==> src/include/l2c_settings.svh <==
`ifndef L2C_SETTINGS_SVH
`define L2C_SETTINGS_SVH

// Byte address width of client and memory ports
`define L2C_ADDR_W 32

// Width of one burst beat
`define L2C_DATA_W 64

// Associativity and number of sets
`define L2C_WAYS 4
`define L2C_SETS 32

// One line is one full memory burst
`define L2C_LINE_BEATS 16

// Replacement LFSR start value, must not be zero
`define L2C_LFSR_SEED 16'hace1

`endif

==> src/design/l2c_pkg.sv <==
`include "l2c_settings.svh"

package l2c_pkg;

	// Byte offset inside one beat
	localparam int BYTE_W = $clog2(`L2C_DATA_W / 8);
	// Beat index inside one line
	localparam int BEAT_W = $clog2(`L2C_LINE_BEATS);
	// Byte offset inside one line
	localparam int OFFSET_W = BYTE_W + BEAT_W;
	localparam int SET_W = $clog2(`L2C_SETS);
	localparam int TAG_W = `L2C_ADDR_W - SET_W - OFFSET_W;
	// Binary way index, used for the random victim
	localparam int WAY_W = $clog2(`L2C_WAYS);

	// Controller states
	typedef enum logic [2:0] {
		state_free,
		state_check_tag,
		state_refill,
		state_resp_inst,
		state_resp_data,
		state_fence
	} l2c_state_e;

	typedef logic [TAG_W-1:0] tag_t;
	typedef logic [SET_W-1:0] set_t;
	typedef logic [BEAT_W-1:0] beat_t;
	// One hot, one bit per way
	typedef logic [`L2C_WAYS-1:0] way_mask_t;

endpackage

==> src/design/mem_refill.sv <==
`include "l2c_settings.svh"

module mem_refill (
	input  logic clk,
	input  logic reset,
	input  logic start,
	input  logic [`L2C_ADDR_W-1:0] req_addr,
	input  logic mem_arready,
	input  logic mem_rvalid,
	input  logic [`L2C_DATA_W-1:0] mem_rdata,
	input  logic mem_rlast,
	output logic mem_arvalid,
	output logic [`L2C_ADDR_W-1:0] mem_araddr,
	output logic [7:0] mem_arlen,
	output logic mem_rready,
	output logic fill_en,
	output l2c_pkg::beat_t fill_beat,
	output logic [`L2C_DATA_W-1:0] fill_data,
	output logic done
);

	// Whole line, always from beat zero
	assign mem_araddr = {req_addr[`L2C_ADDR_W-1:l2c_pkg::OFFSET_W], {l2c_pkg::OFFSET_W{1'b0}}};
	assign mem_arlen = 8'(`L2C_LINE_BEATS - 1);

	assign fill_en = mem_rvalid & mem_rready;
	assign fill_data = mem_rdata;
	// Stalls on the memory side just push this out
	assign done = fill_en & mem_rlast;

	always_ff @(posedge clk) begin
		if (reset) begin
			mem_arvalid <= 1'b0;
			mem_rready <= 1'b0;
		end else begin
			// Address held until memory takes it
			if (start)
				mem_arvalid <= 1'b1;
			else if (mem_arready)
				mem_arvalid <= 1'b0;
			// Accept data from address handshake to last beat
			if (mem_arvalid & mem_arready)
				mem_rready <= 1'b1;
			else if (done)
				mem_rready <= 1'b0;
		end
	end

	// Beat counter for fill writes
	always_ff @(posedge clk) begin
		if (start)
			fill_beat <= '0;
		else if (fill_en)
			fill_beat <= fill_beat + 1'b1;
	end

endmodule

==> config.mk <==
export PLATFORM = sky130hd
export DESIGN_NAME = mem_refill
export DESIGN_NICKNAME = d
export VERILOG_FILES = /design/src/design/l2c_pkg.sv /design/src/design/mem_refill.sv
export VERILOG_INCLUDE_DIRS = /design/src /design/src/include
export SDC_FILE = /design/constraint.sdc
export NUM_CORES = 1
export LEC_CHECK = 0
export ABC_AREA = 1
export CAP_MARGIN = 20
export CORE_AREA = 4 4 82 84
export CTS_CLUSTER_SIZE = 16
export DETAILED_ROUTE_END_ITERATION = 10
export DIE_AREA = 0 0 86 88
export DONT_BUFFER_PORTS = 1
export HOLD_SLACK_MARGIN = 0.05
export PLACE_DENSITY = 0.31
export RECOVER_POWER = 25
export SLEW_MARGIN = 20
export SYNTH_ARGS = -nofsm -noshare
export SYNTH_HDL_FRONTEND = slang
export SYNTH_SLANG_ARGS = --single-unit
==> constraint.sdc <==
create_clock -name clk -period 2.1 [get_ports clk]
set_clock_uncertainty 0.15 [all_clocks]
set_input_delay 0.42 -clock clk [delete_from_list [all_inputs] [get_ports clk]]
set_output_delay 0.42 -clock clk [all_outputs]
set_load 0.05 [all_outputs]
---- Word level (Yosys, flattened, before mapping) ----
Index checks and enable logic that the tools add are counted.
storage, ports and cells
  register bits after elaboration ......... 6
  input bits .............................. 102
  output and inout bits ................... 112
  logic and storage cells ................. 13
operators by class
  add/sub/neg operators ................... 1
  multiplexer cells ....................... 4
  bitwise logic cells ..................... 3
  reductions and logical operators ........ 2
operator list
  operator                                                       number
  4-bit by 1-bit adder with 4-bit output, second input constant  1
  1-bit two-way mux                                              4
  2-bit nonzero test                                             2
  1-bit AND                                                      3

---- Depth between registers and ports, before layout ----
Gate-level depths: netlist of run 1.
  depth after elaboration ................. 4
  gate-level depth with buffers ........... 6
  gate-level depth less buffers ........... 6

---- Worst setup path after synthesis of run 1 ----
Ideal clock, no wire load.
  path kind ............................... register to output
  start point ............................. register mem_rready
  end point ............................... output done
  arrival ................................. 1498 ps
  required time ........................... 1530 ps
  path slack .............................. 32 ps
  stages on the path, launching flop included .. 3
  path buffers ............................ 0
  cell sequence ........................... dfxtp_1 -> nand2_4 -> nor2_1
between the ends
  longest elaborated chain between the ends .. 2
ends and longest elaborated chain
  item                      line              text
  start: declaration        mem_refill.sv:15  output logic mem_rready,
  start signal: assignment  mem_refill.sv:34  mem_rready <= 1'b0;
  start signal: assignment  mem_refill.sv:43  mem_rready <= 1'b1;
  start signal: assignment  mem_refill.sv:45  mem_rready <= 1'b0;
  1-bit AND                 mem_refill.sv:26  assign fill_en = mem_rvalid & mem_rready;
  1-bit AND                 mem_refill.sv:29  assign done = fill_en & mem_rlast;
  end: declaration          mem_refill.sv:19  output logic done
No other way between the ends.

---- Worst setup path after layout of run 1 ----
Ends and elaborated chain as after synthesis.

==> results_dict.tcl, run 1 <==
set metrics [dict create \
    status "finished, final reports clean" \
    antenna_left 0 \
    stdcell_area_um2 513 \
    crit_slowest_cell "dfxtp_1" \
    fin_util 0.0866 \
    final_nets 165 \
    synth-seq-area-share 0.112 \
    critPathMaxFanout 5 \
    clockBufferDepth 2 \
    cts_root_buffer "clkbuf_8" \
    row_count 28 \
    netlist_instances 143 \
    max-slew-margin-rel 0.612 \
    hold_depth 1 \
    ctsHoldBuffers 0 \
    htreeDepth 1 \
    critical_path_class "reg2out" \
    dr.first_iter.drc_count 2 \
    rrSetupSlack_ns 0.74 \
    yosys_warnings 0 \
    worstReg2RegEnd "fill_beat[3]" \
    setup_viol 0 \
    place_inst 132 \
    ys_ff_latch 6 \
    peakVddDrop_v 0.000390 \
    power.switching_uw 136 \
    via_count 406 \
    hold_path.class "in2reg" \
    wirelength_um 1540 \
    cp_cell_sequence "nand2_4 -> nor2_1 -> buf_4" \
    die_area_um2 7570 \
    hold_viol 0 \
    drive_gt1_frac 0.233 \
    crit_path_start_kind "register" \
    hold_start "start" \
    routedWlPerCell_um 11.4 \
    pre_cts_slack_ns 0.742 \
    critPathMaxStageDelay_ns 0.36 \
    core_area_um2 5920 \
    power.leakage_nw 0.233 \
    overflow 0 \
    post_cts_resized 0 \
    place_area_um2 472 \
    maxCapViolations 0 \
    place_hpwl_um 1270 \
    num_antenna_cells 0 \
    area_growth_pct -52.2 \
    die-height_um 88 \
    antenna_found_initial 0 \
    post_cts_buffers 0 \
    clock_latency_ns 0.22 \
    fillers 692 \
    start_util 0.181 \
    seq_power_share 0.327 \
    firstDrtPassIters 5 \
    slew_viol_final 0 \
    tightest_slew_ns 0.581 \
    finalSetupTns_ns 0 \
    swShare 0.352 \
    r2r-start "fill_beat[2]" \
    grt_max_degree 6 \
    port_buffers 0 \
    clkPwrFrac 0.435 \
    comb_power_share 0.238 \
    hold-path-endpoint "fill_beat[2]" \
    ys_types 17 \
    grt_usage 0.0372 \
    fin_ws_ns 0.550 \
    die_w_um 86 \
    reg2reg_depth 5 \
    max_clock_freq_mhz 645 \
    synth.cell_area_um2 1070 \
    avgViaCountPerCell 3.01 \
    io_pins 214 \
    place.gp.congestion 0.634 \
    layout.cells.non_filler 135 \
    grt_pass1_wl_um 2180 \
    grt_pass1_vias 422 \
    rsz0062_at_grt "false" \
    worstPathArrival_ns 0.98 \
    synth.avg_cell_area_um2 7.50 \
    critPathCaptureType "primary output" \
    finalWorstPathRequiredPeriod_ns 1.55 \
    holdWs_ns 0.115 \
    total_power_uw 387 \
    cts_buffers 3 \
    path_clk_slew_ns 0.04 \
    cts_tree "built" \
    clock_sinks 6 \
    intPower_uw 251 \
    drc 0 \
    cp.required_ns 1.53 \
    finalCritPeriodShare 0.738 \
    p_per_area_nw_per_um2 754 \
]
## worst max path at each step
stage	from	end	slack, ns	cells past startpoint
after floorplan	mem_rready	done	0.03	2
after global placement	mem_rvalid	done	0.74	3
after detailed placement	mem_rvalid	done	0.74	3
after CTS	mem_rready	done	0.53	3
after global routing	mem_rready	done	0.47	3
final	mem_rready	done	0.55	3
## critical path, delay by kind of cell (launching register included)
family	cells	cell delay, ns
flops	1	0.36
buf+inv	1	0.20
simple gates	2	0.20
## Yosys cell counts (all sizes together)
cell | instances | area (µm²)
nand2 | 8 | 40.0
ha | 1 | 12.5
dfxtp | 6 | 120
nor3 | 1 | 5.00
conb | 2 | 7.51
o21ai | 2 | 10.0
clkinv | 1 | 8.76
nand3 | 2 | 10.0
buf | 104 | 781
nor2 | 7 | 36.3
a21oi | 3 | 18.8
inv | 6 | 22.5
## registers in the layout, indices dropped and copies added, names as in the netlist
name	cells
mem_rready	1
mem_arvalid	1
fill_beat	4
## cell families (layout without fill, tap and decap cells)
family	Yosys count	in the layout	synth area share
AOI/OAI and AO/OA	5	5	0.0268
DFF	6	6	0.112
and+or+nand+nor	18	18	0.0852
adders and majority gates	1	1	0.0117
other	2	15	0.00700
buffers and inverters	111	15	0.757
## power groups by stage
stage	registers [mW]	logic [mW]	clock network [mW]
5_1_grt	0.127	0.0972	0.186
6_report	0.126	0.0921	0.168
3_5_place_dp	0.128	0.0917	0
2_1_floorplan	0.138	0.552	0
4_1_cts	0.126	0.0918	0.177
3_3_place_gp	0.128	0.0922	0
## layer usage
layer / track usage / vias up / share of wire
li1: - / 144 / -
met1: 0.0256 / 146 / 0.22
met2: 0.0329 / 72 / 0.36
met3: 0.0423 / 44 / 0.26
met4: 0.0763 / 0 / 0.17
met5: 0 / - / 0
## final cells by class
class | count | area [µm²] | share of cell area
well taps | 75 | 93.8 | 0.183
flip-flops and latches | 6 | 120 | 0.234
repair buffers | 5 | 37.5 | 0.0732
inverters | 7 | 31.3 | 0.0610
multi-input cells | 39 | 189 | 0.368
clock buffers | 3 | 41.3 | 0.0805
## cells in the final DEF (no fill, tap or decap), types with 2 or more instances in the layout
| cell | count |
|---|---|
| a21oi_1 | 2 |
| buf_4 | 5 |
| clkbuf_8 | 3 |
| conb_1 | 15 |
| dfxtp_1 | 6 |
| inv_1 | 6 |
| nand2_1 | 6 |
| nand3_1 | 2 |
| nor2_1 | 5 |
| o21ai_1 | 2 |
Note: power is estimated with default switching activity, not from simulation.
==> run 2: changes to the inputs <==
==> constraint.sdc (replaced) <==
create_clock -name clk -period 1.4 [get_ports clk]
set_clock_uncertainty 0.15 [all_clocks]
set_input_delay 0.28 -clock clk [delete_from_list [all_inputs] [get_ports clk]]
set_output_delay 0.28 -clock clk [all_outputs]
set_load 0.05 [all_outputs]
==> run 2 against run 1 <==
  * Total power up 53%
  * Flip-flop and latch count unchanged
  * Global-route usage down 0.14 points
  * Sequential share of layout area decreased by 2.1 points
  * Count of clock-buffer cells in the layout did not move
  * Register-to-register slack worse by 0.43 ns
  * Die area stayed put
  * Clock power up 49%
  * Combinational power rose by 70%
  * Critical path depth unchanged
  * Largest cell class unchanged
  * Largest power group unchanged
==> results_dict.tcl, run 2 (synthesis gave the netlist of run 1 again) <==
set metrics [dict create \
    row_count 28 \
    reg_top3 "fill_beat: 4 flops, mem_arvalid: 1 flops, mem_rready: 1 flops" \
    crit_family "flip-flops" \
    worstPathArrival_ns 0.90 \
    clock_sinks 6 \
    cp_cell_sequence "nand2_4 -> nor2_4 -> buf_12" \
    via_count 415 \
    critPathMaxStageDelay_ns 0.33 \
    critPathCaptureType "primary output" \
    finalSetupTns_ns 0 \
    slew_viol_final 0 \
    drive_gt1_frac 0.281 \
    grt_usage 0.0358 \
    antenna_left 0 \
    die_area_um2 7570 \
    die_w_um 86 \
    clockBufferDepth 2 \
    crit_path_start_kind "register" \
    htreeDepth 1 \
    worst-path-buf-inv 1 \
    ctsHoldBuffers 2 \
    rsz0062_at_grt "false" \
    finalCritPeriodShare 0.949 \
    dr.first_iter.drc_count 7 \
    clock_latency_ns 0.22 \
    hold_viol 0 \
    max_clock_freq_mhz 753 \
    crit_slowest_cell "dfxtp_2" \
    finalWorstPathRequiredPeriod_ns 1.33 \
    grt_pass1_wl_um 2060 \
    critPathMaxFanout 5 \
    peakVddDrop_v 0.000489 \
    setup_viol 0 \
    place.gp.congestion 0.603 \
    place_inst 134 \
    p_per_area_nw_per_um2 1040 \
    largest_reg_flops 4 \
    place_hpwl_um 1400 \
    die-height_um 88 \
    top_register "fill_beat" \
    grt_max_degree 6 \
    power.leakage_nw 0.255 \
    port_buffers 0 \
    cts_tree "built" \
    io_pins 214 \
    antenna_found_initial 0 \
    cp.required_ns 0.97 \
    firstDrtPassIters 2 \
    post_cts_resized 0 \
    final_common_cell "conb_1" \
    grt.met2_usage 0.0427 \
    area_growth_pct -46.9 \
    grt_pass1_vias 381 \
    start_util 0.181 \
    wirelength_um 1690 \
    final_cell_mix "conb_1 (15), inv_1 (6), nand2_1 (6), buf_4 (6), dfxtp_1 (5)" \
    holdWs_ns 0.0522 \
    top_usage_layer "met4" \
    fin_util 0.0962 \
    routedWlPerCell_um 12.2 \
    drc 0 \
    core_area_um2 5920 \
    cts_root_buffer "clkbuf_8" \
    avgViaCountPerCell 2.99 \
    grtUsageMet1 0.0223 \
    overflow 0 \
    critical_path_class "reg2out" \
    status "finished, final reports clean" \
    num_antenna_cells 0 \
    path_clk_slew_ns 0.03 \
    maxCapViolations 0 \
    hold_path.class "in2reg" \
    layout.cells.non_filler 139 \
    final_nets 169 \
    grt_use_met3 0.0395 \
    post_cts_buffers 0 \
    cts_buffers 3 \
]
[run 2: worst reg2reg max path, delay by kind of cell, from the launching register on]
kind,cells,cell delay [ns]
buffers and inverters,1,0.16
DFF,1,0.32
and+or+nand+nor,5,0.34
[run 2: worst paths after layout]
| kind | from | endpoint | slack, ns | cells past startpoint |
|---|---|---|---|---|
| setup / recovery | mem_rready | done | 0.07 | 3 |
| hold / removal | mem_arready | mem_rready | 0.05 | 2 |
| setup reg to reg | mem_rready | fill_beat[2] | 0.31 | 6 |
| hold reg to reg | fill_beat[1] | fill_beat[1] | 0.38 | 2 |
[run 2: per-layer routing]
layer,routed length [µm],up-vias
met2,637,65
met5,0,-
met4,262,0
li1,-,152
met1,367,148
met3,421,50
[run 2: report_power, final]
group | total [mW] | internal, mW | leakage (nW) | switching [mW]
clock network | 0.251 | 0.184 | 0.0216 | 0.0666
registers | 0.183 | 0.179 | 0.0493 | 0.00477
logic | 0.157 | 0.0215 | 0.184 | 0.136
total | 0.591 | 0.384 | 0.255 | 0.207
[run 2: metrics by stage]
step                setup WS, ns  area, µm²  power [mW]
floorplan                0.00624       1130        1.04
global placement           0.293        508       0.337
detailed placement         0.297        508       0.337
CTS                       0.0623        569       0.599
global route              0.0379        569       0.615
finish                    0.0712        569       0.591
[run 2: layout make-up]
cell class,count,area (µm²)
inverters,7,31.3
flip-flops and latches,6,121
clock buffers,3,41.3
fillers,680,5350
well taps,75,93.8
multi-input cells,39,196
repair buffers,9,85.1
