`config.mk`:
```
export PLATFORM = sky130hd
export DESIGN_NAME = l1_read_port
export DESIGN_NICKNAME = d
export VERILOG_FILES = /design/src/design/l2c_pkg.sv /design/src/design/l1_read_port.sv
export VERILOG_INCLUDE_DIRS = /design/src /design/src/include
export SDC_FILE = /design/constraint.sdc
export NUM_CORES = 1
export LEC_CHECK = 0
export BUFFER_PORTS_ARGS = -buffer_cell sky130_fd_sc_hd__buf_2
export CAP_MARGIN = 10
export CORE_AREA = 2 2 70 72
export DETAILED_ROUTE_END_ITERATION = 8
export DIE_AREA = 0 0 72 74
export PLACE_DENSITY = 0.76
export REMOVE_ABC_BUFFERS = 1
export SLEW_MARGIN = 20
export SYNTH_ARGS = -nofsm -noshare
export SYNTH_HDL_FRONTEND = slang
export SYNTH_SLANG_ARGS = --single-unit
```
`constraint.sdc`:
```
create_clock -name clk -period 3.9 [get_ports clk]
set_input_delay 0.39 -clock clk [delete_from_list [all_inputs] [get_ports clk]]
set_output_delay 0.39 -clock clk [all_outputs]
set_load 0.05 [all_outputs]
```
`src/include/l2c_settings.svh`:
```
`ifndef L2C_SETTINGS_SVH
`define L2C_SETTINGS_SVH

// Byte address width of client and memory ports
`define L2C_ADDR_W 32

// Width of one burst beat
`define L2C_DATA_W 64

// Associativity and number of sets
`define L2C_WAYS 4
`define L2C_SETS 32

// One line is one full memory burst
`define L2C_LINE_BEATS 16

// Replacement LFSR start value, must not be zero
`define L2C_LFSR_SEED 16'hace1

`endif

```
`src/design/l2c_pkg.sv`:
```
`include "l2c_settings.svh"

package l2c_pkg;

	// Byte offset inside one beat
	localparam int BYTE_W = $clog2(`L2C_DATA_W / 8);
	// Beat index inside one line
	localparam int BEAT_W = $clog2(`L2C_LINE_BEATS);
	// Byte offset inside one line
	localparam int OFFSET_W = BYTE_W + BEAT_W;
	localparam int SET_W = $clog2(`L2C_SETS);
	localparam int TAG_W = `L2C_ADDR_W - SET_W - OFFSET_W;
	// Binary way index, used for the random victim
	localparam int WAY_W = $clog2(`L2C_WAYS);

	// Controller states
	typedef enum logic [2:0] {
		state_free,
		state_check_tag,
		state_refill,
		state_resp_inst,
		state_resp_data,
		state_fence
	} l2c_state_e;

	typedef logic [TAG_W-1:0] tag_t;
	typedef logic [SET_W-1:0] set_t;
	typedef logic [BEAT_W-1:0] beat_t;
	// One hot, one bit per way
	typedef logic [`L2C_WAYS-1:0] way_mask_t;

endpackage

```
`src/design/l1_read_port.sv`:
```
`include "l2c_settings.svh"

module l1_read_port (
	input  logic clk,
	input  logic reset,
	input  logic grant,
	input  logic arvalid,
	input  logic [`L2C_ADDR_W-1:0] araddr,
	input  logic [7:0] arlen,
	input  logic rready,
	input  logic [`L2C_DATA_W-1:0] read_data,
	output logic arready,
	output logic rvalid,
	output logic [`L2C_DATA_W-1:0] rdata,
	output logic rlast,
	output l2c_pkg::beat_t beat,
	output logic done
);

	// Beats still to send after the current one
	logic [7:0] remain;
	logic xfer;

	assign xfer = rvalid & rready;
	assign rlast = rvalid & (remain == 8'd0);
	assign done = xfer & rlast;

	// Store output stays put while beat is held, so no copy is kept
	assign rdata = read_data;

	// Handshake flags
	always_ff @(posedge clk) begin
		if (reset) begin
			arready <= 1'b0;
			rvalid <= 1'b0;
		end else begin
			// Single cycle accept, one cycle after grant
			arready <= grant & arvalid;
			// First beat the cycle after accept
			if (arready)
				rvalid <= 1'b1;
			else if (done)
				rvalid <= 1'b0;
		end
	end

	// Burst position
	always_ff @(posedge clk) begin
		if (grant) begin
			beat <= araddr[l2c_pkg::BYTE_W +: l2c_pkg::BEAT_W];
			remain <= arlen;
		end else if (xfer & ~rlast) begin
			// advance only on a real transfer
			beat <= beat + 1'b1;
			remain <= remain - 8'd1;
		end
	end

endmodule

```
# Word-level counts from Yosys, hierarchy flattened
# Index checks and enable logic that the tools add are counted.
[totals]
inputBits = 109
regBits = 14
wordCells = 21
[classes]
n_addsub = 2
n_reduce_logical = 3
muxes = 6
bitwise = 6
[ops]
columns = ["op", "count"]
rows = [
  ["$mux W8", 2],
  ["$logic_not A8 Y1", 1],
  ["$mux W4", 2],
  ["$sub A8 B1 Y8 const B", 1],
  ["$and A1 B1 Y1", 5],
  ["$add A4 B1 Y4 const B", 1],
  ["$reduce_bool A2 Y1", 2],
  ["$mux W1", 2],
  ["$not A1 Y1", 1],
]

# Longest topological paths before layout
# Gate-level depths: netlist of the first run.
[logic_depth]
word_depth = 6
ltp_mapped = 5
ltp_nobuf = 5

# Worst setup path after synthesis of the first run
# Ideal clock, no wire load.
[synth_timing]
path_type = "reg-to-output"
start = "register remain[5]"
end = "output done"
stages_incl_launch_ff = 4
arrival_time_ps = 1439
path_buffers = 0
slack_ps = 2071
path_cell_list = "edfxtp_1 > nor4_4 > and3_4 > and3_1"
[synth_between]
elab_chain_cells = 3
[synth_rtl]
columns = ["item", "line", "source"]
rows = [
  ["start, declared", "l1_read_port.sv:21", "logic [7:0] remain;"],
  ["start signal, assigned", "l1_read_port.sv:51", "remain <= arlen;"],
  ["start signal, assigned", "l1_read_port.sv:55", "remain <= remain - 8'd1;"],
  ["$logic_not A8 Y1", "l1_read_port.sv:25", "assign rlast = rvalid & (remain == 8'd0);"],
  ["$and A1 B1 Y1", "l1_read_port.sv:25", ""],
  ["$and A1 B1 Y1", "l1_read_port.sv:26", "assign done = xfer & rlast;"],
  ["end, declared", "l1_read_port.sv:17", "output logic done"],
]
# Every way passes these cells.

# Worst setup path after layout of the first run
# Ends and elaborated chain as after synthesis.

==> results of run 1 <==
==> path summary, 6_finish.rpt <==
| check | endpoint | slack (ns) | cells after the start |
|---|---|---|---|
| max | done | 1.71 | 4 |
| min | arready | 0.31 | 2 |
| max reg2reg | remain[2] | 2.08 | 4 |
| min reg2reg | rvalid | 0.50 | 2 |
==> area by class of cell <==
| class | instances | area [um2] | share of cell area |
|---|---|---|---|
| clock buffer | 3 | 41.3 | 0.0403 |
| sequential | 14 | 400 | 0.391 |
| multi-input combinational | 56 | 369 | 0.360 |
| clock inverter | 1 | 3.75 | 0.00366 |
| tap | 54 | 67.6 | 0.0659 |
| inverter | 6 | 22.5 | 0.0220 |
| timing repair buffer | 24 | 120 | 0.117 |
==> routing by layer <==
metal  part of all wire  vias to the layer above
met2               0.57                       95
met5                  0                        -
met1               0.15                      352
li1                   -                      323
met3               0.21                       16
met4              0.070                        0
==> cells by family (layout without fill, tap and decap cells) <==
kind of cell,after synthesis,count (layout),synth area share
buffers and inverters,73,34,0.402
AND/OR/NAND/NOR,34,34,0.147
flip-flops,14,14,0.313
AO/OA/AOI/OAI,13,13,0.0654
XOR/XNOR,5,5,0.0342
adder cells (fa/ha/maj),3,3,0.0293
multiplexers,1,1,0.00879
==> metrics by stage <==
stage	utilization	worst slack (ns)	hold WS, ns	std cells	instance area [um2]
6_report	0.223	1.71	0.311	158	1020
5_1_grt	0.223	1.65	0.311	158	1020
4_1_cts	0.223	1.72	0.310	158	1020
3_5_place_dp	0.213	1.99	0.480	154	980
3_3_place_gp	0.212	1.71	0.455	154	976
2_1_floorplan	-	2.07	0.462	76	788
==> synth_stat cells <==
cell type   n  share of area
buf_4      64           0.37
nand2_1    13          0.038
edfxtp_1   12           0.28
nor2_1      8          0.023
o21ai_0     8          0.031
nand3_1     7          0.027
inv_1       6          0.018
xnor2_1     4          0.027
ha_1        3          0.029
a211o_1     2          0.014
clkbuf_1    2         0.0059
dfxtp_1     2          0.031
a211o_2     1         0.0078
a311oi_1    1         0.0068
and2_2      1         0.0059
and3_1      1         0.0049
and3_4      1         0.0088
buf_2       1         0.0039
mux2_2      1         0.0088
nor3_4      1          0.013
nor3b_2     1         0.0098
nor4_4      1          0.017
o21bai_1    1         0.0059
xor2_1      1         0.0068
==> power groups by stage <==
stage / Combinational, mW / Sequential [mW] / Clock [mW]
finish: 0.0769 / 0.197 / 0.126
detailed placement: 0.0773 / 0.200 / 0
floorplan: 0.0343 / 0.217 / 0
global placement: 0.0752 / 0.199 / 0
CTS: 0.0776 / 0.197 / 0.128
global route: 0.0856 / 0.199 / 0.133
==> state kept, by name (all words and copies together), names as in the netlist <==
register and cells:
arready 1, rvalid 1, beat 4, remain 8
==> results.md, run 1 <==
* Global-route wire length before repair at 8200 um
* Diode count at 0
* Top delay family on crit path: simple AND/OR/NAND/NOR gates
* Setup Crit Path Kind: flop to primary output
* Die height at 74 um
* Worst path arrival time at 1.80 ns
* Tcrit/Tclk final at 0.561
* TritonCTS Buffers at 3
* Nets@finish at 217
* Clock Sinks at 14
* PwrDens at 391 nW/um2
* Initial antenna violation count at 0
* Critical path startpoint category: flop
* Clock tree buffer depth at 2
* Syn_area_per_cell at 8.96 um2
* Fin crit period at 2.19 ns
* Final hold vios at 0
* Setup repair bufs after CTS at 0
* Met3 Use GR at 0.253
* Die ar. at 5330 um2
* Peak fanout along the critical path at 4
* Drt wl/cell at 44.8 um
* Max cap viols at 0
* Max H-tree Level at 1
* Synth Cell Area at 1280 um2
* HP Class: primary input to flop
* Switching pwr at 0.120 mW
* Setup-failing EPs final at 0
* CTS root buffer: clkbuf_8
* Row Count at 25
* DRC violations left at 0
* Yosys Warn Count at 0
* Sum Neg Setup Slack at 0 ns
* Iter 0 DRT Violations at 42
* GRT overflow at 0
* Die width at 72 um
* Outcome: complete, no violations
* Vias in the first global route at 681
* Gr usage total at 0.255
* Leakage at 0.429 nW
* Comb power frac at 0.192
* Clk_skew at 0.00136 ns
* Layout cells sized above 1 at 0.337
* Aggregate routed wire length at 7090 um
* HPWL Detailed at 6600 um
* RSZ-0062 raised after global routing: no
* Crit Reg-Reg Startpoint: remain[0]
* Sequential cell area fraction in the yosys report at 0.313
* Synthesized flop and latch total at 14
* Layout fillers at 497
* Distinct cells, synth at 24
* Rel. slew slack at 0.540
* Total number of vias at 786
* Max incr delay on CP at 0.46 ns
* Core Footprint at 4600 um2
* Most common cell after layout, fill and taps aside: buf_2
* CTS tree: done
* IO Count at 181
* Worst-skew pair later-pin latency at 0.25 ns
* Max Slew Vio Count at 0
* Final ANT Viol Nets at 0
* Final Power at 0.401 mW
* Worst-Margin Slew at 0.689 ns
* M2 GR Usage at 0.513
* GRT met1 Usage at 0.110
* Hold Crit Start: reset
* Commonest cells after routing, fill and taps aside: buf_2, nand2_1, edfxtp_1, o21ai_0, nor2_1
* Starting density of the core at 0.279
* Setup crit end kind: primary output
* Drt pass-1 iters at 6
* Synth Instances at 143
* Worst setup startpoint: remain[5]
* Critical path buffers and inverters at 1
* Post_cts resized at 0
* Drt via density at 4.97
* Max IR drop VDD at 0.0894 mV
* Cell Chain, Critical Path: nor4_4 -> and3_4 -> and3_1 -> buf_2
* Critical Path RT at 3.51 ns
* Port buffer count at 24
* Int Power at 0.281 mW
* Switching share of power at 0.299
* Hold Buf Count CTS at 0
* RePlAce Congestion at 1.23
* Top Usage Layer GRT: met2
* Clk pin slew, worst setup/hold paths at 0.06 ns
* Clock power share at 0.315
* Synth-to-Final Area Change at -20.0%
* Fmax at 457 MHz
* Largest net degree at the start of global routing at 29
* Reg power frac at 0.493
* CP max-delay cell: edfxtp_1
(Power assumes the default switching activity.)
==> run 2, diff against run 1 <==
clock period = 2.04 ns   (was 3.9 ns; I/O delays follow)
==> run 2 against run 1 <==
Net effect: critical path depth is 1 higher; via count is 7.0% higher; global-route usage is 0.17 points higher; critical path type unchanged; largest cell class unchanged.
==> results.md, run 2 (synthesized netlist as in run 1, its figures left out) <==
* Outcome: complete, no violations (unchanged)
* Final ANT Viol Nets at 0 (unchanged)
* Max cap viols at 0 (unchanged)
* Clk_skew at 0.00237 ns (was 0.00136 ns)
* Fmax at 502 MHz
* Most common cell after layout, fill and taps aside: buf_2 (unchanged)
* Worst R2R Path Depth at 4 (unchanged)
* GRT met1 Usage at 0.0951 (was 0.110)
* Drt wl/cell at 42.5 um (was 44.8 um)
* TritonCTS Buffers at 3 (unchanged)
* CTS root buffer: clkbuf_8 (unchanged)
* Total number of vias at 841 (was 786)
* Drt via density at 4.98 (was 4.97)
* Tcrit/Tclk final at 0.977
* Area post-placement at 1050 um2 (was 980 um2)
* Worst-skew pair later-pin latency at 0.25 ns (about the same)
* CTS tree: done (unchanged)
* Max IR drop VDD at 0.186 mV (was 0.0894 mV)
* Leakage at 0.483 nW (was 0.429 nW)
* Row Count at 25 (unchanged)
* Clk pin slew, worst setup/hold paths at 0.06 ns (about the same)
* PwrDens at 706 nW/um2 (was 391 nW/um2)
* Worst-Margin Slew at 0.679 ns (was 0.689 ns)
* Synth-to-Final Area Change at -13.2% (was -20.0%)
* Commonest cells after routing, fill and taps aside: buf_2, nand2_1, edfxtp_1, buf_4 (was buf_2, nand2_1, edfxtp_1, o21ai_0, nor2_1)
* Final instance area at 1110 um2 (was 1020 um2)
* Clock Sinks at 14 (unchanged)
* RSZ-0062 raised after global routing: no (unchanged)
* Hold depth at 2 (unchanged)
* RR Endpoint: remain[7] (was remain[2])
* Layout cells sized above 1 at 0.400 (was 0.337)
* Clock tree buffer depth at 2 (unchanged)
* Die height at 74 um (unchanged)
* Fin crit period at 1.99 ns
* Top Usage Layer GRT: met2 (unchanged)
* HPWL Detailed at 6760 um (was 6600 um)
* Initial antenna violation count at 0 (unchanged)
* Max Slew Vio Count at 0 (unchanged)
* Crit Reg-Reg Startpoint: remain[0] (unchanged)
* Final Power at 0.786 mW (was 0.401 mW)
* Core Footprint at 4600 um2 (unchanged)
* Diode count at 0 (unchanged)
* Worst path arrival time at 1.79 ns (was 1.80 ns)
* RePlAce Congestion at 1.24 (was 1.23)
* Critical Path RT at 1.84 ns (was 3.51 ns)
* Global-route wire length before repair at 8230 um (was 8200 um)
* Worst setup startpoint: remain[6] (was remain[5])
* Hold Crit Start: reset (unchanged)
* Die ar. at 5330 um2 (unchanged)
* Biggest regs: remain x8, beat x4 (unchanged)
* Rel. slew slack at 0.547 (was 0.540)
* Gr usage total at 0.257 (was 0.255)
* Largest register FFs at 8 (unchanged)
* Setup Crit Path Kind: flop to primary output (unchanged)
* Layout fillers at 503 (was 497)
* Max H-tree Level at 1 (unchanged)
* Reg2Reg Setup Slack at 0.36 ns (was 2.08 ns)
* Vias in the first global route at 742 (was 681)
* DRC violations left at 0 (unchanged)
* Final hold vios at 0 (unchanged)
* GRT overflow at 0 (unchanged)
* Nets@finish at 228 (was 217)
* Drt pass-1 iters at 5 (was 6)
* Peak fanout along the critical path at 3 (was 4)
* Port buffer count at 24 (unchanged)
* Largest net degree at the start of global routing at 22 (was 29)
* Die width at 72 um (unchanged)
* IO Count at 181 (unchanged)
* M2 GR Usage at 0.477 (was 0.513)
* Met3 Use GR at 0.259 (was 0.253)
* Biggest register: remain (unchanged)
* Hold endpoint: arready (unchanged)
* Setup crit end kind: primary output (unchanged)
* Critical path startpoint category: flop (unchanged)
* Starting density of the core at 0.279 (unchanged)
* HP Class: primary input to flop (unchanged)
* Setup-failing EPs final at 0 (unchanged)
* Aggregate routed wire length at 7190 um (was 7090 um)
* Iter 0 DRT Violations at 36 (was 42)
==> run 2: worst max-delay path by stage <==
stage | to | slack, ns | cells after the start
final | done | 0.05 | 5
after global routing | done | 0.02 | 5
after CTS | done | 0.02 | 5
after detailed placement | remain[5] | -0.02 | 4
after global placement | remain[4] | 0.02 | 4
after floorplan | beat[0] | 0.24 | 4
==> run 2: cell type report <==
class	instances	area, um2	share of cell area
sequential	14	400	0.360
multi-input combinational	56	369	0.332
timing repair buffer	35	208	0.187
tap	54	67.6	0.0607
clock buffer	3	41.3	0.0371
inverter	6	22.5	0.0202
clock inverter	1	3.75	0.00337
==> run 2: power by group <==
part | switching (mW) | total [mW] | internal, mW
registers | 0.0213 | 0.368 | 0.346
logic | 0.105 | 0.183 | 0.0778
clock network | 0.102 | 0.235 | 0.133
total | 0.228 | 0.786 | 0.557
==> run 2: worst max-delay path: stages (launching register included) <==
cell and delay [ns]:
edfxtp_1 0.46, nor4_4 0.35, and3_4 0.24, buf_4 0.11
and3_1 0.17, buf_4 0.20
==> run 2: per-layer routing <==
layer	part of all wire	up-vias
met3	0.22	34
met2	0.51	97
li1	-	348
met4	0.13	0
met5	0	-
met1	0.14	362
==> run 2: per-stage QoR <==
stage               std cells  setup TNS [ns]  setup WS, ns   util  hold slack, ns
finish                    169               0        0.0479  0.242           0.132
global route              169               0        0.0175  0.242           0.136
CTS                       168               0        0.0164  0.240           0.129
detailed placement        164          -0.268       -0.0226  0.229           0.389
global placement          164               0        0.0184  0.229           0.380
floorplan                  76               0         0.238      -           0.276
==> run 2: what timing repair did <==
action	4_1_cts	5_1_grt
setup endpoints to repair	13	2
hold buffers	0	0
resized for setup	2	1
pin swaps	0	1
buffers inserted	0	1
