[src/include/l2c_settings.svh]
`ifndef L2C_SETTINGS_SVH
`define L2C_SETTINGS_SVH

// Byte address width of client and memory ports
`define L2C_ADDR_W 32

// Width of one burst beat
`define L2C_DATA_W 64

// Associativity and number of sets
`define L2C_WAYS 4
`define L2C_SETS 32

// One line is one full memory burst
`define L2C_LINE_BEATS 16

// Replacement LFSR start value, must not be zero
`define L2C_LFSR_SEED 16'hace1

`endif

[src/design/l2c_pkg.sv]
`include "l2c_settings.svh"

package l2c_pkg;

	// Byte offset inside one beat
	localparam int BYTE_W = $clog2(`L2C_DATA_W / 8);
	// Beat index inside one line
	localparam int BEAT_W = $clog2(`L2C_LINE_BEATS);
	// Byte offset inside one line
	localparam int OFFSET_W = BYTE_W + BEAT_W;
	localparam int SET_W = $clog2(`L2C_SETS);
	localparam int TAG_W = `L2C_ADDR_W - SET_W - OFFSET_W;
	// Binary way index, used for the random victim
	localparam int WAY_W = $clog2(`L2C_WAYS);

	// Controller states
	typedef enum logic [2:0] {
		state_free,
		state_check_tag,
		state_refill,
		state_resp_inst,
		state_resp_data,
		state_fence
	} l2c_state_e;

	typedef logic [TAG_W-1:0] tag_t;
	typedef logic [SET_W-1:0] set_t;
	typedef logic [BEAT_W-1:0] beat_t;
	// One hot, one bit per way
	typedef logic [`L2C_WAYS-1:0] way_mask_t;

endpackage

[src/design/l2c_controller.sv]
`include "l2c_settings.svh"

module l2c_controller (
	input  logic clk,
	input  logic reset,
	input  logic inst_arvalid,
	input  logic data_arvalid,
	input  logic [`L2C_ADDR_W-1:0] inst_araddr,
	input  logic [`L2C_ADDR_W-1:0] data_araddr,
	input  logic fence,
	input  logic hit,
	input  l2c_pkg::beat_t inst_beat,
	input  l2c_pkg::beat_t data_beat,
	input  logic inst_done,
	input  logic data_done,
	input  logic refill_done,
	output logic [`L2C_ADDR_W-1:0] req_addr,
	output logic inst_grant,
	output logic data_grant,
	output logic refill_start,
	output logic allocate,
	output logic fence_clear,
	output l2c_pkg::beat_t read_beat
);

	l2c_pkg::l2c_state_e state;
	l2c_pkg::l2c_state_e state_next;
	logic fence_pend;
	logic sel_inst;
	logic in_check;

	assign in_check = (state == l2c_pkg::state_check_tag);

	// Next state
	always_comb begin
		state_next = state;
		case (state)
			l2c_pkg::state_free: begin
				// Pending fence wins over any new read
				if (fence_pend | fence)
					state_next = l2c_pkg::state_fence;
				else if (inst_arvalid | data_arvalid)
					state_next = l2c_pkg::state_check_tag;
			end
			l2c_pkg::state_check_tag: begin
				if (!hit)
					state_next = l2c_pkg::state_refill;
				else if (sel_inst)
					state_next = l2c_pkg::state_resp_inst;
				else
					state_next = l2c_pkg::state_resp_data;
			end
			// Look the tag up again once the line is in
			l2c_pkg::state_refill: begin
				if (refill_done)
					state_next = l2c_pkg::state_check_tag;
			end
			l2c_pkg::state_resp_inst: begin
				if (inst_done)
					state_next = l2c_pkg::state_free;
			end
			l2c_pkg::state_resp_data: begin
				if (data_done)
					state_next = l2c_pkg::state_free;
			end
			default: begin
				state_next = l2c_pkg::state_free;
			end
		endcase
	end

	always_ff @(posedge clk) begin
		if (reset) begin
			state <= l2c_pkg::state_free;
			fence_pend <= 1'b0;
		end else begin
			state <= state_next;
			// Held until the fence state has run
			fence_pend <= fence | (fence_pend & (state != l2c_pkg::state_fence));
		end
	end

	// Request capture, instruction port first
	always_ff @(posedge clk) begin
		if (state == l2c_pkg::state_free && state_next == l2c_pkg::state_check_tag) begin
			req_addr <= inst_arvalid ? inst_araddr : data_araddr;
			sel_inst <= inst_arvalid;
		end
	end

	// One cycle pulses out of check-tag
	assign inst_grant = in_check & hit & sel_inst;
	assign data_grant = in_check & hit & ~sel_inst;
	assign allocate = in_check & ~hit;
	assign refill_start = in_check & ~hit;
	assign fence_clear = (state == l2c_pkg::state_fence);

	// Only the responding port drives the read index
	assign read_beat = (state == l2c_pkg::state_resp_data) ? data_beat : inst_beat;

endmodule

[config.mk]
export PLATFORM = sky130hd
export DESIGN_NAME = l2c_controller
export DESIGN_NICKNAME = d
export VERILOG_FILES = /design/src/design/l2c_pkg.sv /design/src/design/l2c_controller.sv
export VERILOG_INCLUDE_DIRS = /design/src /design/src/include
export SDC_FILE = /design/constraint.sdc
export NUM_CORES = 1
export LEC_CHECK = 0
export BUFFER_PORTS_ARGS = -buffer_cell sky130_fd_sc_hd__buf_2
export CAP_MARGIN = 20
export CORE_MARGIN = 2
export CORE_UTILIZATION = 43
export CTS_CLUSTER_SIZE = 16
export DETAILED_ROUTE_END_ITERATION = 12
export PLACE_DENSITY = 0.84
export SETUP_SLACK_MARGIN = 0.3
export SLEW_MARGIN = 20
export SYNTH_ARGS = -nofsm -noshare
export SYNTH_HDL_FRONTEND = slang
export SYNTH_SLANG_ARGS = --single-unit
[constraint.sdc]
create_clock -name clk -period 16.88 [get_ports clk]
set_input_delay 5.064 -clock clk [delete_from_list [all_inputs] [get_ports clk]]
set_output_delay 5.064 -clock clk [all_outputs]
set_load 0.1 [all_outputs]
Yosys cells after proc, flatten, opt, wreduce, memory -nomap -nowiden
Cells that the tools add are included.

cells by class
  bitwise logic cells = 10
  multiplexer cells = 10
  eq/ne operators = 7
  reductions and logical operators = 2

operators with widths
  kind                                           count
  two-way mux 32 bit                             1
  two-way mux 3 bit                              7
  case mux 3 bit (5 select lines)                1
  == test 3 x 1 -> 1 bit, second input constant  2
  == test 3 x 2 -> 1 bit, second input constant  2
  == test 3 bit, second input constant           2
  bitwise AND 1 bit                              5
  two-way mux 4 bit                              1
  zero test 3 bit                                1
  != test 3 bit, second input constant           1
  bitwise OR 1 bit                               3
  inverter 1 bit                                 2
  logical AND 1 bit                              1

storage, ports and cells
  output and inout port bits = 41
  input bits = 81
  bits in registers = 37

Logic depth before layout (Yosys ltp)
Gate-level depths: netlist of run 1.

  depth after elaboration = 6
  gate-level depth with buffers = 4

Worst setup path after synthesis of run 1
No wires, ideal clock.

  path type = input-to-output
  start = input hit
  end = output refill_start
  path buffers = 1
  data arrival time = 6.837 ns
  setup slack = 4.979 ns
  stages on the path = 2
  cells stage by stage = nor2_1 > buf_4

between the ends
  longest elaborated chain between the ends = 2

RTL lines
  element             RTL line              source
  start: declaration  l2c_controller.sv:11  input logic hit,
  inverter 1 bit      l2c_controller.sv:95  assign refill_start = in_check & ~hit;
  bitwise AND 1 bit   l2c_controller.sv:95
  end: declaration    l2c_controller.sv:20  output logic refill_start,

No other way between the ends.

Worst setup path after layout of run 1
  start = input hit
  end = output data_grant

between the ends
  longest elaborated chain between the ends = 2

RTL lines
  element                         RTL line              source
  bitwise AND 1 bit (2 in a row)  l2c_controller.sv:93  assign data_grant = in_check & hit & ~sel_inst;
  end: declaration                l2c_controller.sv:19  output logic data_grant,

No other way between the ends.

==> qor.txt, run 1 <==
======================================================================================
RSZ-0062 raised after global routing ....................................        false
CTS Hold Buffers Added ..................................................            0
Final Worst Setup Slack .................................................      6030 ps
Setup slack on the worst flop-to-flop path ..............................    15,150 ps
Worst hold path stage count .............................................            2
Htree depth .............................................................            2
Result of the run ....................................................... finished clean
Share of layout cells above drive strength 1 ............................       65.80%
Layout Utilization ......................................................       65.76%
Startpoint of the tightest hold check path ..............................   fence_pend
Final critical delay including setup and external delays ................    10,850 ps
FFs w/ async S/R, synth .................................................           0%
Setup TNS ...............................................................         0 ps
Syn Std Cell Area .......................................................     1697 um2
Number of failing hold endpoints at the final stage .....................            0
Count of flip-flops with a built-in enable after synthesis ..............           33
MaxCap Viol Count .......................................................            0
Ratio of final minimum period to clock period ...........................       64.28%
Height of the die .......................................................     66.82 um
Most numerous cell types in the synthesized netlist ..................... edfxtp_1 (33), mux2_2 (20), mux2_1 (16)
Total iterations of the first detailed-routing run ......................            4
Max stage delay cell, worst path ........................................        buf_2
Setup slack after placement .............................................      6027 ps
Wire length the detailed router placed on met1 ..........................      1401 um
Proportion of netlist area held by the largest area contributor .........       58.41%
Most area-hungry cell type in the Yosys netlist .........................     edfxtp_1
Number of routed nets with antenna violations ...........................            0
Worst hold slack ........................................................     532.7 ps
Area grow syn2layout ....................................................       44.03%
Max incr delay on CP ....................................................       420 ps
Largest fanout on the critical path .....................................            4
Yosys warning count .....................................................            0
Cell-by-cell listing of the critical path ............................... buf_2 > nand2b_1 > nor2_1 > buf_2
Netlist cell types ......................................................           26
Prevailing post-synth register cell .....................................     edfxtp_1
Most frequent CP cell ...................................................        buf_2
Final wirelength ........................................................      3836 um
Clock slew at the register clock pins of the worst setup and hold paths .        70 ps
Leakage .................................................................     1.094 nW
Kind of cell with the highest combined delay on the critical path ....... buffers and inverters
Effective utilization at floorplan ......................................       45.66%
End point of the worst hold path ........................................   fence_pend
Start-to-end type of the worst setup path ...............................       in2out
Overall power ...........................................................    0.2767 mW
Setup violation total in the final timing report ........................            0
First-pass GRT wire length ..............................................      5664 um
Max_slew headroom .......................................................       48.35%
Main area contributors after synthesis .................................. edfxtp_1 (58%), mux2_2 (13%), mux2_1 (11%)
Post-cts resize count ...................................................            0
Antenna violations before repair ........................................            0
Final std cell area, no fill ............................................     2444 um2
Met2 WL .................................................................      1933 um
Pin count of the biggest net entering global routing ....................           36
Die ar. .................................................................     4464 um2
Total clock buffers created by CTS ......................................            5
Filler-free cell count of the finished design ...........................          279
Fraction of the yosys area taken by sequential cells ....................       63.13%
TritonCTS clock tree ....................................................         done
Source-to-sink clock delay at the later pin of the worst-skew pair ......       280 ps
R2R depth ...............................................................            3
Core Region .............................................................     3716 um2
Longest Clk Path Bufs ...................................................            2
Clock sink count ........................................................           37
Post-route DRC ..........................................................            0
RD Place Congestion .....................................................       0.7604
Syn_area_per_cell .......................................................    15.86 um2
DIE WIDTH ...............................................................     66.82 um
GRT Resource Usage Total ................................................       17.70%
Maximum clock skew at final layout ......................................     1.911 ps
Via density per instance ................................................        4.806
Number of cells on the critical path ....................................            4
Placed cells ............................................................          271
Top-level I/O count .....................................................          122
Power density over the cells ............................................ 113.2 nW/um2
Post-synthesis net count ................................................          188
Type of the most critical hold path .....................................      reg2reg
Vias in the first global route ..........................................        1,269
Startpoint type of the worst setup path .................................   input port
Max-slew violation count ................................................            0
Crit Reg-Reg Startpoint .................................................     state[2]
Count of routing violations after the opening detailed-route iteration ..           27
Highest ir drop seen on vdd ............................................. 0.00005810 V
Max frequency ...........................................................  0.09217 GHz
Count of inserted antenna diode cells ...................................            0
Synth Register Bits .....................................................           37
Filler cell count .......................................................          277
Synthesized instance count ..............................................          107
Post-CTS repair timing setup buffer count ...............................            0
Buffers on Ports ........................................................          121
Estimated wirelength of the detail-placed design ........................      3033 um
Sort of element at the end of the critical path .........................   output pin
Most common cell in the synthesized netlist .............................     edfxtp_1
Total via count in the routed design ....................................        1,341
Required time of the critical path ......................................    11,820 ps
Transition time at the pin with the least slew margin ...................     774.8 ps
Area after detailed placement ...........................................     2337 um2
Sum of overflow across all layers after global routing ..................            0
DR WL/cell ..............................................................     13.75 um
Std-Cell Rows ...........................................................           22
Worst R2R End ........................................................... req_addr[24]
Data arrival time of the critical path ..................................      5790 ps
Number of buffer and inverter instances along the worst setup path ......            2
Net count of the finished layout ........................................          311
Met3 wire len ...........................................................       448 um
Top Layer Used ..........................................................         met4
CTS Root Buffer Type ....................................................     clkbuf_8
======================================================================================
layer usage:
metal	vias to the layer above	track usage, %
li1	655	-
met1	610	19.43
met2	71	29.75
met3	5	7.601
met4	0	7.653
met5	-	0
cells in the final DEF, fill, tap and decap left out, types with 2 or more instances in the layout:
| master | count |
|---|---|
| buf_2 | 121 |
| edfxtp_1 | 33 |
| mux2_2 | 20 |
| mux2_1 | 16 |
| nor2_1 | 6 |
| clkbuf_8 | 5 |
| dfxtp_1 | 4 |
| inv_1 | 2 |
| mux2i_1 | 2 |
| buf_4 | 2 |
report_power, final:
part	total (mW)	internal, mW	leakage [nW]	switching [mW]
Clock	0.0722	0.0436	0.0528	0.0286
Combinational	0.0916	0.0220	0.704	0.0696
Sequential	0.113	0.109	0.337	0.00406
Total	0.277	0.174	1.09	0.102
kinds of logic after synthesis:
family | after synthesis | share of synthesized area (%)
mux | 38 | 25.07
compound gates | 7 | 3.098
simple gates | 16 | 5.531
flops | 37 | 63.13
buf+inv | 9 | 3.171
registers in the layout, summed over array words and instances, names as in the netlist:
signal      count
fence_pend      1
req_addr       32
sel_inst        1
state           3
worst max-delay path by stage:
stage | slack, ps | startpoint | end
floorplan | 4980 | hit | refill_start
global placement | 6050 | hit | data_grant
detailed placement | 6030 | hit | data_grant
CTS | 6030 | hit | data_grant
global route | 5970 | hit | data_grant
finish | 6030 | hit | data_grant
final cells by class:
class                      instances  area (um2)  share of cell area, %
clock inverter                     2       33.78                  1.382
clock buffer                       6       72.57                  2.970
sequential                        37        1071                  43.83
inverter                           2       7.507                 0.3072
multi-input combinational         61       578.1                  23.66
tap                               48       60.06                  2.458
timing repair buffer             123       620.6                  25.40
worst register-to-register path: cells and delay by family (launching register included):
kind | cells | cell delay (ps)
buf+inv | 1 | 330
flops | 1 | 370
simple gates | 2 | 710
No activity file was read; power rests on OpenSTA's default activity.
==> run 2: changes to the inputs <==
CORE_UTILIZATION = 36   (was 43)
PLACE_DENSITY = 0.75   (was 0.84)
clock period = 9.6 ns   (was 16.88 ns; I/O delays follow)
==> run 2 against run 1 <==
Via count decreased by 2.8%. Critical path depth unchanged. Count of clock-buffer cells in the layout down 1. Wire length shrank 3.9%. Worst hold slack worse by 25 ps. Critical endpoint unchanged.
==> qor.txt, run 2 (synthesis results as in run 1) <==
======================================================================================
MaxCap Viol Count .......................................................            0
Setup violation total in the final timing report ........................            0
RSZ-0062 raised after global routing ....................................        false
Share of layout cells above drive strength 1 ............................       66.09%
Startpoint type of the worst setup path .................................   input port
Clock sink count ........................................................           37
Std-Cell Rows ...........................................................           24
Source-to-sink clock delay at the later pin of the worst-skew pair ......       280 ps
Largest fanout on the critical path .....................................            4
Filler cell count .......................................................          389
Die ar. .................................................................     5278 um2
DR WL/cell ..............................................................     13.07 um
Highest-count cells in the layout ignoring fill and taps ................ buf_2 (121), edfxtp_1 (33), mux2_2 (20), mux2_1 (16), nor2_1 (6)
Longest Clk Path Bufs ...................................................            2
Part of the total power dissipated in combinational logic ...............        32.9%
Psw .....................................................................    0.1792 mW
Total clock buffers created by CTS ......................................            5
RD Place Congestion .....................................................       0.8303
Max stage delay cell, worst path ........................................        buf_2
GRT Max-Usage Layer .....................................................         met2
Max-slew violation count ................................................            0
Core Region .............................................................     4444 um2
Number of routed nets with antenna violations ...........................            0
First-pass GRT wire length ..............................................      5678 um
Routing usage on met3 ...................................................       6.768%
Net count of the finished layout ........................................          310
Met1 Track Usage GR .....................................................       16.35%
Max_slew headroom .......................................................       50.46%
Transition time at the pin with the least slew margin ...................     743.2 ps
Register ranked first by flip-flop count ................................     req_addr
Htree depth .............................................................            2
Final wirelength ........................................................      3687 um
Antenna violations before repair ........................................            0
DIE WIDTH ...............................................................     72.65 um
Vias in the first global route ..........................................        1,220
TritonCTS clock tree ....................................................         done
Total via count in the routed design ....................................        1,304
Top-level I/O count .....................................................          122
Sum of overflow across all layers after global routing ..................            0
Commonest non-fill, non-tap cell in the layout ..........................        buf_2
Sort of element at the end of the critical path .........................   output pin
Count of inserted antenna diode cells ...................................            0
CTS Root Buffer Type ....................................................     clkbuf_8
Post-route DRC ..........................................................            0
Via density per instance ................................................        4.624
Combined flip-flop and latch cell area ..................................     1071 um2
Estimated wirelength of the detail-placed design ........................      2898 um
Highest ir drop seen on vdd ............................................. 0.00008546 V
Buffers on Ports ........................................................          121
Total iterations of the first detailed-routing run ......................            4
Post-CTS repair timing setup buffer count ...............................            0
Count of routing violations after the opening detailed-route iteration ..           53
Internal Dissipation ....................................................    0.3058 mW
Area occupied by multi-input gates ......................................    578.1 um2
Type of the most critical hold path .....................................      reg2reg
Ratio of final minimum period to clock period ...........................       67.52%
Maximum clock skew at final layout ......................................     5.360 ps
CTS Hold Buffers Added ..................................................            0
Data arrival time of the critical path ..................................      3600 ps
Power density over the cells ............................................ 198.4 nW/um2
Cell-by-cell listing of the critical path ............................... buf_2 > nand2b_1 > nor2_1 > buf_2
Relative contribution of sequential cells to total power ................        40.9%
Share of total power in the clock network ...............................        26.2%
Final std cell area, no fill ............................................     2445 um2
Area after detailed placement ...........................................     2335 um2
Leakage .................................................................     1.088 nW
Number of failing hold endpoints at the final stage .....................            0
Max frequency ...........................................................   0.1543 GHz
Max incr delay on CP ....................................................       420 ps
Effective utilization at floorplan ......................................       38.18%
Result of the run ....................................................... finished clean
Height of the die .......................................................     72.65 um
Most frequent CP cell ...................................................        buf_2
Fraction of power spent switching nets ..................................       36.94%
GRT Resource Usage Total ................................................       14.45%
Flip-flop count of the largest register, all copies and words added .....           32
Start-to-end type of the worst setup path ...............................       in2out
Largest registers in the final layout ................................... req_addr x32, state x3
Setup TNS ...............................................................         0 ps
Post-cts resize count ...................................................            0
Final critical delay including setup and external delays ................      6482 ps
Pin count of the biggest net entering global routing ....................           36
Area grow syn2layout ....................................................       44.10%
Met2 track demand over resource .........................................       24.04%
Clock slew at the register clock pins of the worst setup and hold paths .        70 ps
Required time of the critical path ......................................      6720 ps
======================================================================================
## run 2: final cells by class
| cell class | count | share of cell area (%) |
|---|---|---|
| inverter | 2 | 0.3071 |
| sequential | 37 | 43.81 |
| clock inverter | 3 | 1.689 |
| timing repair buffer | 122 | 25.08 |
| clock buffer | 5 | 2.815 |
| tap | 52 | 2.661 |
| multi-input combinational | 61 | 23.64 |
## run 2: path summary, 6_finish.rpt
kind                    from           to  slack (ps)  cells past startpoint
setup / recovery         hit   data_grant        3120                      4
hold reg to reg   fence_pend   fence_pend         510                      2
hold / removal    fence_pend   fence_pend         510                      2
setup reg to reg    state[2]  req_addr[8]        7820                      3
## run 2: metrics by stage
| step | utilization, % | setup slack [ps] | power, mW | std cells | hold WS [ps] |
|---|---|---|---|---|---|
| 3_3_place_gp | 52.53 | 3139 | 0.3613 | 274 | 489.1 |
| 3_5_place_dp | 52.53 | 3125 | 0.3627 | 274 | 498.9 |
| 5_1_grt | 55.01 | 3074 | 0.5071 | 282 | 544.9 |
| 2_1_floorplan | - | 2067 | 0.3321 | 107 | 466.3 |
| 6_report | 55.01 | 3118 | 0.4850 | 282 | 508.0 |
| 4_1_cts | 55.01 | 3120 | 0.4911 | 282 | 516.0 |
## run 2: worst max-delay path: cells and delay by family
kind,cells,cell delay [ps]
simple gates,2,180
buf+inv,2,530
## run 2: power by group through the flow
stage	clock network [mW]	registers, mW	logic [mW]
final	0.127	0.198	0.160
after global routing	0.140	0.200	0.167
after CTS	0.132	0.199	0.161
after detailed placement	0	0.202	0.161
after global placement	0	0.201	0.160
after floorplan	0	0.266	0.0658
## run 2: routing by layer
| metal | part of all wire, % | up-vias | wire length, um |
|---|---|---|---|
| met3 | 12 | 2 | 439 |
| met4 | 0.49 | 0 | 18 |
| met2 | 47 | 91 | 1728 |
| li1 | - | 649 | - |
| met5 | 0 | - | 0 |
| met1 | 41 | 562 | 1500 |
==> run 3: changes to the inputs <==
CORE_UTILIZATION = 40   (was 36)
PLACE_DENSITY = 0.79   (was 0.75)
clock period = 6.7 ns   (was 9.6 ns; I/O delays follow)
==> run 3 against run 2 <==
Power rose by 53%. Count of clock-buffer cells in the layout unchanged. Via count rose by 1.4%. First-iteration DRC count decreased by 1.9%. Critical endpoint unchanged. Largest power group unchanged. Highest routed layer unchanged.
==> qor.txt, run 3 (synthesis results as in run 1) <==
======================================================================================
Source-to-sink clock delay at the later pin of the worst-skew pair ......       280 ps
Layout Utilization ......................................................       61.40%
Overall power ...........................................................    0.7401 mW
Setup TNS ...............................................................         0 ps
Count of inserted antenna diode cells ...................................            0
Highest ir drop seen on vdd .............................................  0.0002112 V
Register ranked first by flip-flop count ................................     req_addr
Number of routed nets with antenna violations ...........................            0
Vias in the first global route ..........................................        1,404
Final std cell area, no fill ............................................     2474 um2
Final Worst Setup Slack .................................................      1961 ps
Result of the run ....................................................... finished clean
Max_slew headroom .......................................................       51.19%
Estimated wirelength of the detail-placed design ........................      3086 um
GRT Resource Usage Total ................................................       17.73%
Maximum clock skew at final layout ......................................     5.087 ps
Max-slew violation count ................................................            0
Total via count in the routed design ....................................        1,322
DR WL/cell ..............................................................     13.93 um
Count of routing violations after the opening detailed-route iteration ..           52
Commonest non-fill, non-tap cell in the layout ..........................        buf_2
Sort of element at the end of the critical path .........................   output pin
Leakage .................................................................     1.109 nW
Via density per instance ................................................        4.705
Setup violation total in the final timing report ........................            0
Area grow syn2layout ....................................................       45.80%
Largest registers in the final layout ................................... req_addr x32, state x3
Sum of overflow across all layers after global routing ..................            0
Final wirelength ........................................................      3914 um
Filler-free cell count of the finished design ...........................          281
Filler cell count .......................................................          338
Net count of the finished layout ........................................          311
Max frequency ...........................................................   0.2110 GHz
Ratio of final minimum period to clock period ...........................       70.74%
First-pass GRT wire length ..............................................      6603 um
Data arrival time of the critical path ..................................      2730 ps
Routing usage on met3 ...................................................       7.310%
TritonCTS clock tree ....................................................         done
Transition time at the pin with the least slew margin ...................     732.2 ps
Effective utilization at floorplan ......................................       42.11%
Largest fanout on the critical path .....................................            4
Flip-flop count of the largest register, all copies and words added .....           32
Buffers on Ports ........................................................          121
Pin count of the biggest net entering global routing ....................           36
Setup slack after placement .............................................      1959 ps
Core Region .............................................................     4029 um2
Post-route DRC ..........................................................            0
Height of the die .......................................................     69.13 um
Highest-count cells in the layout ignoring fill and taps ................ buf_2 (121), edfxtp_1 (33), mux2_2 (20), mux2_1 (16), nor2_1 (6)
Longest Clk Path Bufs ...................................................            2
Share of layout cells above drive strength 1 ............................       66.67%
Worst hold path stage count .............................................            2
Number of failing hold endpoints at the final stage .....................            0
GRT Max-Usage Layer .....................................................         met2
Power density over the cells ............................................ 299.2 nW/um2
CTS Hold Buffers Added ..................................................            0
Required time of the critical path ......................................      4690 ps
Top-level I/O count .....................................................          122
Htree depth .............................................................            2
Worst hold slack ........................................................     521.7 ps
DIE WIDTH ...............................................................     69.13 um
Die ar. .................................................................     4778 um2
Post-cts resize count ...................................................            0
Area after detailed placement ...........................................     2340 um2
Final critical delay including setup and external delays ................      4739 ps
Std-Cell Rows ...........................................................           23
Post-CTS repair timing setup buffer count ...............................            0
Placed cells ............................................................          273
Start-to-end type of the worst setup path ...............................       in2out
R2R depth ...............................................................            3
RSZ-0062 raised after global routing ....................................        false
Clock slew at the register clock pins of the worst setup and hold paths .        70 ps
RD Place Congestion .....................................................       0.8048
Type of the most critical hold path .....................................      reg2reg
Startpoint type of the worst setup path .................................   input port
MaxCap Viol Count .......................................................            0
Total clock buffers created by CTS ......................................            5
Clock sink count ........................................................           37
Met1 Track Usage GR .....................................................       19.49%
Met2 track demand over resource .........................................       30.24%
Total iterations of the first detailed-routing run ......................            3
Antenna violations before repair ........................................            0
CTS Root Buffer Type ....................................................     clkbuf_8
======================================================================================
## run 3: changes by cell type in the layout (fill, tap and decap cells not counted)
cell / before / now
buf_4: 1 / 2
bufinv_16: 1 / 2
clkinv_1: 1 / 0
clkinv_2: 0 / 1
clkinvlp_4: 1 / 0
## run 3: critical path: stages
cell and delay (ps):
buf_2 110, nand2b_1 90, nor2_1 90, buf_2 430
## run 3: where the power goes
group,internal [mW],leakage (nW),total (mW),switching (mW)
clock network,0.148,0.0681,0.225,0.0772
registers,0.274,0.337,0.284,0.0102
logic,0.0554,0.704,0.231,0.175
## run 3: cell type report
type                       instances  area, um2  area share (%)
sequential                        37       1071           43.30
timing repair buffer             123      620.6           25.09
multi-input combinational         61      578.1           23.37
clock buffer                       5      68.82           2.782
clock inverter                     3      65.06           2.630
tap                               50      62.56           2.529
inverter                           2      7.507          0.3035
## run 3: worst paths after layout
check | startpoint | end | slack (ps)
setup / recovery | hit | data_grant | 1960
hold / removal | fence_pend | fence_pend | 520
setup reg to reg | state[2] | req_addr[26] | 4960
hold reg to reg | fence_pend | fence_pend | 520
## run 3: layer usage
layer	vias to the layer above	share of wire, %
li1	653	-
met1	585	37
met2	78	50
met3	6	11
met4	0	1.6
met5	-	0
